**src/source/lc3b_pkg.sv**
```systemverilog
// shared LC-3b types; only BR, ADD, AND, NOT, SHF and LEA are decoded, other opcodes retire as no-ops
package lc3b_pkg;

	typedef logic [15:0] word_t;
	typedef logic [2:0]  reg_idx_t;

	// bit 2 negative, bit 1 zero, bit 0 positive
	typedef logic [2:0]  nzp_t;

	typedef enum logic [3:0]
	{
		OP_BR  = 4'b0000,
		OP_ADD = 4'b0001,
		OP_AND = 4'b0101,
		OP_NOT = 4'b1001,
		OP_SHF = 4'b1101,
		OP_LEA = 4'b1110
	} opcode_t;

	typedef enum logic [2:0]
	{
		ALU_ADD,
		ALU_AND,
		ALU_NOT,
		ALU_SLL,
		ALU_SRL,
		ALU_SRA,
		ALU_PASS
	} alu_op_t;

	// execute-stage control word
	typedef struct packed
	{
		alu_op_t  alu_op;
		reg_idx_t dr;
		logic     use_imm;
		// sign-extended imm5, or the shift amount in the low four bits
		word_t    imm;
		word_t    pc;
		// sign-extended offset9 already shifted left by one
		word_t    offset;
		logic     reg_wr;
		logic     set_cc;
		logic     branch;
		nzp_t     br_mask;
		logic     lea;
	} ctrl_t;

	localparam nzp_t CC_RESET = 3'b010;

endpackage
```
**src/source/lc3b_core.sv**
```systemverilog
// two-stage LC-3b execute core; one instruction per cycle, retire one edge after the execute edge
`timescale 1ns/1ps

module lc3b_core import lc3b_pkg::*;
(
	input  logic     clk,
	input  logic     arst_n,
	input  logic     in_valid,
	input  word_t    in_instr,
	input  word_t    in_pc,
	output logic     in_ready,
	output logic     ret_valid,
	output word_t    ret_pc,
	output logic     ret_wr,
	output reg_idx_t ret_dr,
	output word_t    ret_data,
	output nzp_t     ret_nzp,
	output logic     ret_br_taken,
	output word_t    ret_target,
	input  logic     ret_ready
);

	reg_idx_t sr1;
	reg_idx_t sr2;
	logic     advance;
	logic     ex_fire;
	ctrl_t    ex_ctrl;
	word_t    opnd_a;
	word_t    opnd_b;
	word_t    alu_result;
	nzp_t     new_nzp;
	nzp_t     cc_q;
	word_t    target;
	logic     br_taken;
	logic     wr_en;
	reg_idx_t wr_dr;
	word_t    wr_data;

	lc3b_control control_i
	(
		.clk       (clk),
		.arst_n    (arst_n),
		.in_valid  (in_valid),
		.in_instr  (in_instr),
		.in_pc     (in_pc),
		.in_ready  (in_ready),
		.ret_valid (ret_valid),
		.ret_ready (ret_ready),
		.sr1       (sr1),
		.sr2       (sr2),
		.advance   (advance),
		.ex_fire   (ex_fire),
		.ex_ctrl   (ex_ctrl)
	);

	lc3b_regfile regfile_i
	(
		.clk     (clk),
		.arst_n  (arst_n),
		.advance (advance),
		.sr1     (sr1),
		.sr2     (sr2),
		.wr_en   (wr_en),
		.wr_dr   (wr_dr),
		.wr_data (wr_data),
		.opnd_a  (opnd_a),
		.opnd_b  (opnd_b)
	);

	lc3b_alu alu_i
	(
		.ex_ctrl    (ex_ctrl),
		.opnd_a     (opnd_a),
		.opnd_b     (opnd_b),
		.alu_result (alu_result)
	);

	lc3b_branch_unit branch_unit_i
	(
		.clk      (clk),
		.arst_n   (arst_n),
		.ex_ctrl  (ex_ctrl),
		.ex_fire  (ex_fire),
		.new_nzp  (new_nzp),
		.cc_q     (cc_q),
		.target   (target),
		.br_taken (br_taken)
	);

	lc3b_writeback writeback_i
	(
		.clk          (clk),
		.arst_n       (arst_n),
		.advance      (advance),
		.ex_fire      (ex_fire),
		.ex_ctrl      (ex_ctrl),
		.alu_result   (alu_result),
		.target       (target),
		.br_taken     (br_taken),
		.cc_q         (cc_q),
		.ret_ready    (ret_ready),
		.new_nzp      (new_nzp),
		.wr_en        (wr_en),
		.wr_dr        (wr_dr),
		.wr_data      (wr_data),
		.ret_valid    (ret_valid),
		.ret_wr       (ret_wr),
		.ret_pc       (ret_pc),
		.ret_data     (ret_data),
		.ret_target   (ret_target),
		.ret_dr       (ret_dr),
		.ret_nzp      (ret_nzp),
		.ret_br_taken (ret_br_taken)
	);

endmodule

```
**src/source/lc3b_writeback.sv**
```systemverilog
// result select, register write and retire register; ret_nzp holds the code after the instruction
`timescale 1ns/1ps

module lc3b_writeback import lc3b_pkg::*;
(
	input  logic     clk,
	input  logic     arst_n,
	input  logic     advance,
	input  logic     ex_fire,
	input  ctrl_t    ex_ctrl,
	input  word_t    alu_result,
	input  word_t    target,
	input  logic     br_taken,
	input  nzp_t     cc_q,
	input  logic     ret_ready,
	output nzp_t     new_nzp,
	output logic     wr_en,
	output reg_idx_t wr_dr,
	output word_t    wr_data,
	output logic     ret_valid,
	output logic     ret_wr,
	output word_t    ret_pc,
	output word_t    ret_data,
	output word_t    ret_target,
	output reg_idx_t ret_dr,
	output nzp_t     ret_nzp,
	output logic     ret_br_taken
);

	word_t result;

	// LEA writes its address, everything else the ALU output
	assign result = ex_ctrl.lea ? target : alu_result;

	always_comb
	begin
		if (result[15])
			new_nzp = 3'b100;
		else if (|result)
			new_nzp = 3'b001;
		else
			new_nzp = 3'b010;
	end

	assign wr_en   = ex_fire && ex_ctrl.reg_wr;
	assign wr_dr   = ex_ctrl.dr;
	assign wr_data = result;

	always_ff @(posedge clk or negedge arst_n)
	begin
		if (!arst_n)
		begin
			ret_valid    <= 1'b0;
			ret_wr       <= 1'b0;
			ret_pc       <= '0;
			ret_data     <= '0;
			ret_target   <= '0;
			ret_dr       <= '0;
			ret_nzp      <= CC_RESET;
			ret_br_taken <= 1'b0;
		end
		else
		begin
			// slot fills on a fired instruction and drains once accepted
			if (ex_fire)
				ret_valid <= 1'b1;
			else if (ret_ready)
				ret_valid <= 1'b0;
			if (advance)
			begin
				ret_wr       <= ex_ctrl.reg_wr;
				ret_pc       <= ex_ctrl.pc;
				ret_data     <= result;
				ret_target   <= target;
				ret_dr       <= ex_ctrl.dr;
				ret_nzp      <= (ex_fire && ex_ctrl.set_cc) ? new_nzp : cc_q;
				ret_br_taken <= br_taken;
			end
		end
	end

endmodule

```
**src/source/lc3b_branch_unit.sv**
```systemverilog
// condition-code register and branch resolve; the branch compares against cc before this instruction
`timescale 1ns/1ps

module lc3b_branch_unit import lc3b_pkg::*;
(
	input  logic  clk,
	input  logic  arst_n,
	input  ctrl_t ex_ctrl,
	input  logic  ex_fire,
	input  nzp_t  new_nzp,
	output nzp_t  cc_q,
	output word_t target,
	output logic  br_taken
);

	// PC-relative target with the offset already scaled to bytes
	assign target = ex_ctrl.pc + 16'd2 + ex_ctrl.offset;

	// taken when any mask bit matches the current code
	assign br_taken = ex_ctrl.branch && (|(ex_ctrl.br_mask & cc_q));

	always_ff @(posedge clk or negedge arst_n)
	begin
		if (!arst_n)
		begin
			cc_q <= CC_RESET;
		end
		else if (ex_fire && ex_ctrl.set_cc)
		begin
			cc_q <= new_nzp;
		end
	end

endmodule

```
**src/source/lc3b_alu.sv**
```systemverilog
// combinational ALU; shift amount comes from the low four bits of the immediate field
`timescale 1ns/1ps

module lc3b_alu import lc3b_pkg::*;
(
	input  ctrl_t ex_ctrl,
	input  word_t opnd_a,
	input  word_t opnd_b,
	output word_t alu_result
);

	word_t      opnd_b_sel;
	logic [3:0] shamt;

	assign opnd_b_sel = ex_ctrl.use_imm ? ex_ctrl.imm : opnd_b;
	assign shamt      = ex_ctrl.imm[3:0];

	always_comb
	begin
		case (ex_ctrl.alu_op)
			ALU_ADD:
				alu_result = opnd_a + opnd_b_sel;
			ALU_AND:
				alu_result = opnd_a & opnd_b_sel;
			ALU_NOT:
				alu_result = ~opnd_a;
			ALU_SLL:
				alu_result = opnd_a << shamt;
			ALU_SRL:
				alu_result = opnd_a >> shamt;
			// arithmetic right keeps the sign bit
			ALU_SRA:
				alu_result = word_t'($signed(opnd_a) >>> shamt);
			default:
				alu_result = opnd_a;
		endcase
	end

endmodule

```
**src/source/lc3b_regfile.sv**
```systemverilog
// eight registers with reads registered on advance; the only bypass is from the write port
`timescale 1ns/1ps

module lc3b_regfile import lc3b_pkg::*;
(
	input  logic     clk,
	input  logic     arst_n,
	input  logic     advance,
	input  reg_idx_t sr1,
	input  reg_idx_t sr2,
	input  logic     wr_en,
	input  reg_idx_t wr_dr,
	input  word_t    wr_data,
	output word_t    opnd_a,
	output word_t    opnd_b
);

	word_t regs [8];

	always_ff @(posedge clk or negedge arst_n)
	begin
		if (!arst_n)
		begin
			for (int i = 0; i < 8; i++)
				regs[i] <= '0;
			opnd_a <= '0;
			opnd_b <= '0;
		end
		else
		begin
			if (wr_en)
				regs[wr_dr] <= wr_data;
			// the write lands on the same edge as the next read, so forward it
			if (advance)
			begin
				opnd_a <= (wr_en && wr_dr == sr1) ? wr_data : regs[sr1];
				opnd_b <= (wr_en && wr_dr == sr2) ? wr_data : regs[sr2];
			end
		end
	end

endmodule

```
**src/source/lc3b_control.sv**
```systemverilog
// decoder and execute-stage register; in_pc is taken as given, there is no fetch or flush
`timescale 1ns/1ps

module lc3b_control import lc3b_pkg::*;
(
	input  logic     clk,
	input  logic     arst_n,
	input  logic     in_valid,
	input  word_t    in_instr,
	input  word_t    in_pc,
	output logic     in_ready,
	input  logic     ret_valid,
	input  logic     ret_ready,
	output reg_idx_t sr1,
	output reg_idx_t sr2,
	output logic     advance,
	output logic     ex_fire,
	output ctrl_t    ex_ctrl
);

	opcode_t opcode;
	ctrl_t   dec_ctrl;
	logic    ex_valid;

	assign opcode = opcode_t'(in_instr[15:12]);

	// register read indices follow the LC-3b field positions
	assign sr1 = in_instr[8:6];
	assign sr2 = in_instr[2:0];

	// everything moves unless the retire slot is full and stalled
	assign advance  = !ret_valid || ret_ready;
	assign in_ready = advance;
	assign ex_fire  = ex_valid && advance;

	always_comb
	begin
		dec_ctrl         = '0;
		dec_ctrl.alu_op  = ALU_PASS;
		dec_ctrl.dr      = in_instr[11:9];
		dec_ctrl.pc      = in_pc;
		dec_ctrl.imm     = {{11{in_instr[4]}}, in_instr[4:0]};
		dec_ctrl.offset  = {{6{in_instr[8]}}, in_instr[8:0], 1'b0};
		case (opcode)
			OP_ADD, OP_AND:
			begin
				dec_ctrl.alu_op  = (opcode == OP_ADD) ? ALU_ADD : ALU_AND;
				// bit 5 picks imm5 over SR2
				dec_ctrl.use_imm = in_instr[5];
				dec_ctrl.reg_wr  = 1'b1;
				dec_ctrl.set_cc  = 1'b1;
			end
			OP_NOT:
			begin
				dec_ctrl.alu_op = ALU_NOT;
				dec_ctrl.reg_wr = 1'b1;
				dec_ctrl.set_cc = 1'b1;
			end
			OP_SHF:
			begin
				// bit 4 is the direction, bit 5 the arithmetic flag
				if (!in_instr[4])
					dec_ctrl.alu_op = ALU_SLL;
				else if (!in_instr[5])
					dec_ctrl.alu_op = ALU_SRL;
				else
					dec_ctrl.alu_op = ALU_SRA;
				dec_ctrl.imm     = {12'b0, in_instr[3:0]};
				dec_ctrl.use_imm = 1'b1;
				dec_ctrl.reg_wr  = 1'b1;
				dec_ctrl.set_cc  = 1'b1;
			end
			OP_BR:
			begin
				dec_ctrl.branch  = 1'b1;
				dec_ctrl.br_mask = in_instr[11:9];
			end
			OP_LEA:
			begin
				// LEA updates the condition code here as well
				dec_ctrl.lea    = 1'b1;
				dec_ctrl.reg_wr = 1'b1;
				dec_ctrl.set_cc = 1'b1;
			end
			default:
			begin
				// unknown opcode retires as a no-op
				dec_ctrl.dr = '0;
			end
		endcase
	end

	always_ff @(posedge clk or negedge arst_n)
	begin
		if (!arst_n)
		begin
			ex_valid <= 1'b0;
			ex_ctrl  <= '0;
		end
		else if (advance)
		begin
			ex_valid <= in_valid;
			ex_ctrl  <= dec_ctrl;
		end
	end

endmodule

```
**config.mk**
```make
export PLATFORM = sky130hd
export DESIGN_NAME = lc3b_core
export DESIGN_NICKNAME = d
export VERILOG_FILES = /design/src/source/lc3b_pkg.sv /design/src/source/lc3b_core.sv /design/src/source/lc3b_writeback.sv /design/src/source/lc3b_branch_unit.sv /design/src/source/lc3b_alu.sv /design/src/source/lc3b_regfile.sv /design/src/source/lc3b_control.sv
export SDC_FILE = /design/constraint.sdc
export NUM_CORES = 1
export LEC_CHECK = 0
export ABC_AREA = 1
export BUFFER_PORTS_ARGS = -buffer_cell sky130_fd_sc_hd__buf_2
export CAP_MARGIN = 20
export CORE_ASPECT_RATIO = 0.9
export CORE_MARGIN = 3
export CORE_UTILIZATION = 40
export DETAILED_ROUTE_END_ITERATION = 10
export GPL_ROUTABILITY_DRIVEN = 0
export SYNTH_ARGS = -nofsm -noshare
export SYNTH_HDL_FRONTEND = slang
export SYNTH_HIERARCHICAL = 1
export SYNTH_SLANG_ARGS = --single-unit
```
**constraint.sdc**
```tcl
create_clock -name clk -period 3.4 [get_ports clk]
set_input_delay 0.17 -clock clk [delete_from_list [all_inputs] [get_ports clk]]
set_output_delay 0.17 -clock clk [all_outputs]
set_load 0.05 [all_outputs]
```
Word level (Yosys, flattened, before mapping)
Cells that the tools add are included.
{"block": "totals", "ff_bits": 276, "input_bits": 36, "out_inout_bits": 58, "wordCells": 105}
{"block": "classes", "add_sub_neg": 3, "order_cmp": 4, "eq_ne": 12, "shifts": 3, "n_mux": 29, "bitwise": 6, "n_reduce_logical": 17}
{"cell": "two-way mux 16 bit", "count": 10}
{"cell": "bitwise mux 128 bit", "count": 1}
{"cell": "binary-select mux 16 bit (select 3 bit)", "count": 2}
{"cell": "case mux 16 bit (6 select lines)", "count": 1}
{"cell": "demux 16 bit (select 3 bit)", "count": 1}
{"cell": "adder 16 bit", "count": 2}
{"cell": "adder 16 x 2 -> 16 bit (second input constant)", "count": 1}
{"cell": "bitwise AND 16 bit", "count": 1}
{"cell": "NOT 16 bit", "count": 1}
{"cell": "OR reduction 16 bit", "count": 1}
{"cell": "left shift 16 x 4 -> 16 bit", "count": 1}
{"cell": ">> shifter 16 x 4 -> 16 bit", "count": 1}
{"cell": ">>> shifter 16 x 4 -> 16 bit", "count": 1}
{"cell": "== test 4 bit (second input constant)", "count": 3}
{"cell": "greater-or-equal comparator 4 bit (second input constant)", "count": 3}
{"cell": "two-way mux 3 bit", "count": 4}
{"cell": "NOT 3 -> 4 bit", "count": 3}
{"cell": "case mux 3 bit (3 select lines)", "count": 1}
{"cell": "logical AND 1 bit", "count": 7}
{"cell": "== test 3 x 2 -> 1 bit (second input constant)", "count": 2}
{"cell": "== test 3 bit", "count": 2}
{"cell": "== test 3 bit (second input constant)", "count": 2}
{"cell": "OR reduction 6 bit", "count": 1}
{"cell": "two-way mux 1 bit", "count": 5}
{"cell": "other kinds (16)", "count": 17}

Longest topological paths before layout
{"block": "depth", "word_depth": 8, "mapped_depth": 27, "mapped_depth_nobuf": 24}

Modules after synthesis
The synthesis kept the hierarchy.
{"mod": "lc3b_regfile", "instances": 1, "cells_per_inst": 1292, "area_each_um2": 8887.3, "seq_area_each_um2": 4003.8}
{"mod": "lc3b_alu", "instances": 1, "cells_per_inst": 598, "area_each_um2": 2966.6, "seq_area_each_um2": 0.0}
{"mod": "lc3b_writeback", "instances": 1, "cells_per_inst": 308, "area_each_um2": 2526.2, "seq_area_each_um2": 1427.6}
{"mod": "lc3b_control", "instances": 1, "cells_per_inst": 228, "area_each_um2": 1880.6, "seq_area_each_um2": 1001.0}
{"mod": "lc3b_branch_unit", "instances": 1, "cells_per_inst": 190, "area_each_um2": 1182.4, "seq_area_each_um2": 76.3}

Worst setup path before layout
No wires, ideal clock.
{"block": "synth_timing", "path_kind": "flip-flop to flip-flop", "startpoint": "register control_i/ex_ctrl[39] (netlist name)", "endpoint": "register branch_unit_i.cc_q[0]", "setup_ns": 0.125, "arrival_ns": 3.084, "required_ns": 3.275, "path_slack_ns": 0.191, "path_stages_with_launch": 26, "path_buffers": 3, "period_less_slack_ns": 3.209, "cell_sequence": "dfrtp_1 -> buf_4 -> buf_6 -> inv_6 -> buf_8 -> a21oi_1 -> ha_1 -> fa_1 -> nand3_1 -> nand3_1 -> nand2_1 -> nand2_1 -> or2_2 -> nand3_1 -> nand3_1 -> nand2_1 -> inv_1 -> nand2_2 -> nand2_2 -> nor2_1 -> nand2_1 -> nor2_1 -> nand2_1 -> nand2_1 -> inv_1 -> mux2_2"}
{"block": "synth_via", "elab_chain_len": 8, "elab_cells_between_ends": 12, "cone_classes": "add/sub: 1; shift: 3; mux: 6; bitwise: 1; reduce/logical: 1"}
{"element": "two-way mux 16 bit", "line_no": "lc3b_alu.sv:15", "source": "assign opnd_b_sel = ex_ctrl.use_imm ? ex_ctrl.imm : opnd_b;"}
{"element": "adder 16 bit", "line_no": "lc3b_alu.sv:22", "source": "alu_result = opnd_a + opnd_b_sel;"}
{"element": "case mux 16 bit (6 select lines) *", "line_no": "lc3b_alu.sv:20", "source": "case (ex_ctrl.alu_op)"}
{"element": "net alu_result[6]", "line_no": "lc3b_core.sv:30", "source": "word_t alu_result;"}
{"element": "two-way mux 16 bit *", "line_no": "lc3b_writeback.sv:33", "source": "assign result = ex_ctrl.lea ? target : alu_result;"}
{"element": "net wr_data[6]", "line_no": "lc3b_core.sv:37", "source": "word_t wr_data;"}
{"element": "OR reduction 16 bit *", "line_no": "lc3b_writeback.sv:39", "source": "else if (|result)"}
{"element": "two-way mux 2 bit *", "line_no": "lc3b_writeback.sv:39"}
{"element": "two-way mux 3 bit *", "line_no": "lc3b_writeback.sv:37", "source": "if (result[15])"}
{"element": "net new_nzp[0]", "line_no": "lc3b_core.sv:31", "source": "nzp_t new_nzp;"}
{"element": "two-way mux 3 bit *"}
{"element": "end signal, assigned", "line_no": "lc3b_branch_unit.sv:30", "source": "cc_q <= new_nzp;"}
{"element": "end, declared", "line_no": "lc3b_branch_unit.sv:11", "source": "output nzp_t cc_q,"}
The timed path passes the listed nets; every way through them passes the cells marked *.
A chain may end at the register's enable or synchronous reset.

Final worst setup path
{"block": "layout_timing", "startpoint": "register control_i/ex_ctrl[55] (netlist name)", "endpoint": "register branch_unit_i.cc_q[0]"}
{"block": "layout_via", "elab_chain_len": 8, "elab_cells_between_ends": 9, "cone_classes": "add/sub: 1; mux: 6; bitwise: 1; reduce/logical: 1"}
{"element": "two-way mux 16 bit *", "line_no": "lc3b_alu.sv:15"}
{"element": "adder 16 bit or bitwise AND 16 bit (tied branches)", "line_no": "lc3b_alu.sv:22, lc3b_alu.sv:24"}
{"element": "case mux 16 bit (6 select lines) *", "line_no": "lc3b_alu.sv:20"}
{"element": "net alu_result[6]", "line_no": "lc3b_core.sv:30"}
{"element": "two-way mux 16 bit *", "line_no": "lc3b_writeback.sv:33"}
{"element": "net wr_data[6]", "line_no": "lc3b_core.sv:37"}
{"element": "OR reduction 16 bit *", "line_no": "lc3b_writeback.sv:39"}
{"element": "two-way mux 2 bit *", "line_no": "lc3b_writeback.sv:39"}
{"element": "two-way mux 3 bit *", "line_no": "lc3b_writeback.sv:37"}
{"element": "net new_nzp[0]", "line_no": "lc3b_core.sv:31"}
{"element": "two-way mux 3 bit *"}
Marks and branches as above.

==> results_dict.tcl <==
set metrics [dict create \
    ys_types 52 \
    worst_ep_required_time_ns 3.86 \
    drc 0 \
    drive_gt1_share_pct 12.3 \
    synth_top_area_share_pct 37.0 \
    yosysMostFrequentCell "nand2_1" \
    syn_inst 2616 \
    synth_edf_count 0 \
    cts_tree "built" \
    vias_per_cell 5.36 \
    drv_cap 0 \
    worst_hold_path_type "primary input to flip-flop" \
    antenna_found_initial 1 \
    power_density_nw_per_um2 709 \
    grt_pass1_wl_microns 91900 \
    synth_top_family_by_area "simple AND/OR/NAND/NOR gates" \
    hold_viol_final 0 \
    netlist_area_sq_um 17400 \
    synth-xor-area-share_pct 0.452 \
    routed_wl_microns 58200 \
    wl_per_cell_microns 17.9 \
    dp_hpwl_microns 40000 \
    grt_pass1_vias 16200 \
    core_area_sq_um 42500 \
    startpoint_type "flip-flop" \
    die_area_sq_um 46200 \
    portBuffers 93 \
    fin_skew_ns 0.00939 \
    crit_family "simple AND/OR/NAND/NOR gates" \
    ys.warnings.count 6 \
    final_util_pct 46.2 \
    slew_violations 0 \
    numCtsBuffers 29 \
    cts_sinks 260 \
    num_vias 17400 \
    synth_seq_cells 260 \
    tns_ns 0 \
    drt_iter0_drc 2161 \
    n_antenna_cell 0 \
    die_height_microns 204 \
    register_area_sq_um 6510 \
    htreeDepth 1 \
    cp.depth 22 \
    synth_simple_gate_area_share_pct 39.2 \
    root_buffer "clkbuf_16" \
    whs_path_depth 4 \
    tightest_slew_ns 0.843 \
    first_pass_iters 5 \
    grt_max_degree 152 \
    nFillCells 4398 \
    fin_nets 2765 \
    worst_skew_pair.late_latency_ns 0.57 \
    yosys-top-cells-count "nand2_1, nand3_1, dfrtp_1, inv_1, nor2_1" \
    setup_viol 0 \
    pin_count 94 \
    cp_common_cell "nand2_1" \
    ant_nets 0 \
    period_minus_slack_ns 3.21 \
    synth.avg_cell_area_sq_um 6.67 \
    worstSetupEndpointType "flip-flop" \
    yosys-top-cells-area "dfrtp_1, nand2_1, nand3_1" \
    multiInputGateArea_sq_um 9220 \
    fmax_mhz 312 \
    synth_fa_ha_area_share_pct 3.46 \
    slew-limit-headroom_pct 43.8 \
    num_rows 71 \
    status "complete, no violations" \
    clk_path_buf_depth 3 \
    worstPathBufferInverterCount 3 \
    yosysSeqAreaShare_pct 37.3 \
    ir_drop_mv 0.554 \
    leakage_nw 10.2 \
    grt_remaining_overflow 0 \
    synth_compound_gate_area_share_pct 8.50 \
    synthArstFlopShare_pct 100 \
    r2r_cells 22 \
    crit_path_max_incr_delay_ns 0.45 \
    crit_path_top_delay_cell "fa_1" \
    syn2layout_area_growth_pct 12.4 \
    start_util_pct 41.1 \
    die_w_microns 226 \
    grt_util_all_layers_pct 25.1 \
    ys.flop_type "dfrtp_1" \
    crit_chain "buf_4, nor2_1, a21oi_1, fa_1, nand3_1, nand3_2, nand2_1, nand2_1, or2_2, nand3_1, nand3_1, nand2_1, inv_1, nand2_2, nand2_2, nor2_1, nand2_1, nor2_1, nand2_1, nand2_1, inv_1, mux2_2" \
    cts.clk_slew.worst_paths_ns 0.06 \
    min_period_over_period_pct 94.3 \
    crit_arrival_ns 3.66 \
    cp_max_fo 6 \
    synth_top_cell_by_area "dfrtp_1" \
    crit_type "flip-flop to flip-flop" \
    rsz0062_at_grt "yes" \
    synthMuxAreaShare_pct 0.968 \
    syn_nets 2699 \
]
[layer usage]
metal / wire, microns / part of all wire, % / track usage (%)
met1: 26500 / 46 / 37.6
met4: 1520 / 2.6 / 6.11
met2: 24800 / 43 / 37.0
met5: 0 / 0 / 0
met3: 5450 / 9.4 / 4.93
[repair_timing]
action / CTS / global route
hold buffers: 32 / 0
setup buffers: 0 / 1
endpoints found under the setup margin: 0 / 19
gates resized for setup: 0 / 12
hold endpoints to repair: 118 / 0
[area by class of cell]
type / instances / area share [%]
multi-input cells: 1967 / 47.0
flip-flops and latches: 260 / 33.2
repair buffers: 195 / 7.01
inverters: 229 / 4.43
clock buffers: 41 / 4.18
well taps: 547 / 3.49
clock inverters: 13 / 0.670
[report_power, final]
part | internal (mW) | switching [mW] | leakage [nW]
sequential | 3.95 | 0.713 | 3.27
clock | 1.84 | 1.33 | 0.467
combinational | 1.88 | 4.21 | 6.42
total | 7.66 | 6.25 | 10.2
[per-stage QoR]
stage / area, sq um / power (mW) / hold WS (ns) / worst slack, ns / instances
detailed placement: 18300 / 10.6 / 0.242 / 0.141 / 3165
global placement: 18300 / 10.5 / 0.234 / 0.168 / 3165
global route: 19600 / 14.9 / 0.154 / -0.00964 / 3252
floorplan: 17400 / 8.80 / -0.126 / 0.191 / 2616
finish: 19600 / 13.9 / 0.162 / 0.194 / 3252
CTS: 19600 / 13.9 / 0.121 / 0.128 / 3251
[cells in the final DEF (no fill, tap or decap), types with 5 or more instances in the layout]
master         count
o21ai_1           21
buf_4             65
inv_2             21
buf_2             92
clkbuf_16         29
nor2_4             5
nand2_2           29
a31oi_1           16
nor3_2             5
mux2_2            15
nand3_2            6
o21ai_0          141
dlygate4sd3_1     32
nand2_4            5
inv_1            199
clkbuf_1           7
nand3_1          350
o21ai_2           11
nand2_1         1041
ha_1              41
xor2_1             5
nand4_1            7
dfrtp_1          257
nor2_1           148
o22ai_1            7
a21oi_1           66
clkinv_1           6
clkinv_2           6
clkbuf_8           5
[tightest hold or removal path, stage by stage]
cell	delay, ns
buf_2	0.12
buf_4	0.24
nand2_1	0.11
nand2_1	0.05
[state kept, by name, indices dropped and copies added, names as in the netlist, 3 cells and up]
signal / cells
writeback_i/ret_pc: 16
control_i/ex_ctrl: 39
regfile_i/opnd_b: 16
writeback_i/ret_nzp: 3
branch_unit_i/cc_q: 3
writeback_i/ret_dr: 3
regfile_i/regs: 128
writeback_i/ret_data: 16
writeback_i/ret_target: 16
regfile_i/opnd_a: 16
[final timing paths]
kind	from	endpoint	slack [ns]
setup / recovery	control_i/ex_ctrl[55]$_DFFE_PN0N_	branch_unit_i/cc_q[0]$_DFFE_PN0P_	0.19
hold / removal	in_instr[8]	control_i/ex_ctrl[16]$_DFFE_PN0N_	0.16
setup reg to reg	control_i/ex_ctrl[55]$_DFFE_PN0N_	branch_unit_i/cc_q[0]$_DFFE_PN0P_	0.19
hold reg to reg	writeback_i/ret_pc[6]$_DFFE_PN0P_	writeback_i/ret_pc[6]$_DFFE_PN0P_	0.47
max in group asynchronous	arst_n	writeback_i/ret_pc[2]$_DFFE_PN0P_	2.23
min in group asynchronous	arst_n	regfile_i/regs[113]$_DFFE_PN0P_	0.21
[kinds of logic (layout without fill, tap and decap cells)]
kind of cell | count (synthesis) | in the layout
muxes | 15 | 15
and+or+nand+nor | 1620 | 1620
DFF | 260 | 260
adders and majority gates | 47 | 47
AOI/OAI and AO/OA | 275 | 275
xor gates and xnor gates | 9 | 9
other | 1 | 1
buffers and inverters | 389 | 478
Note: power is estimated with default switching activity, not from simulation.
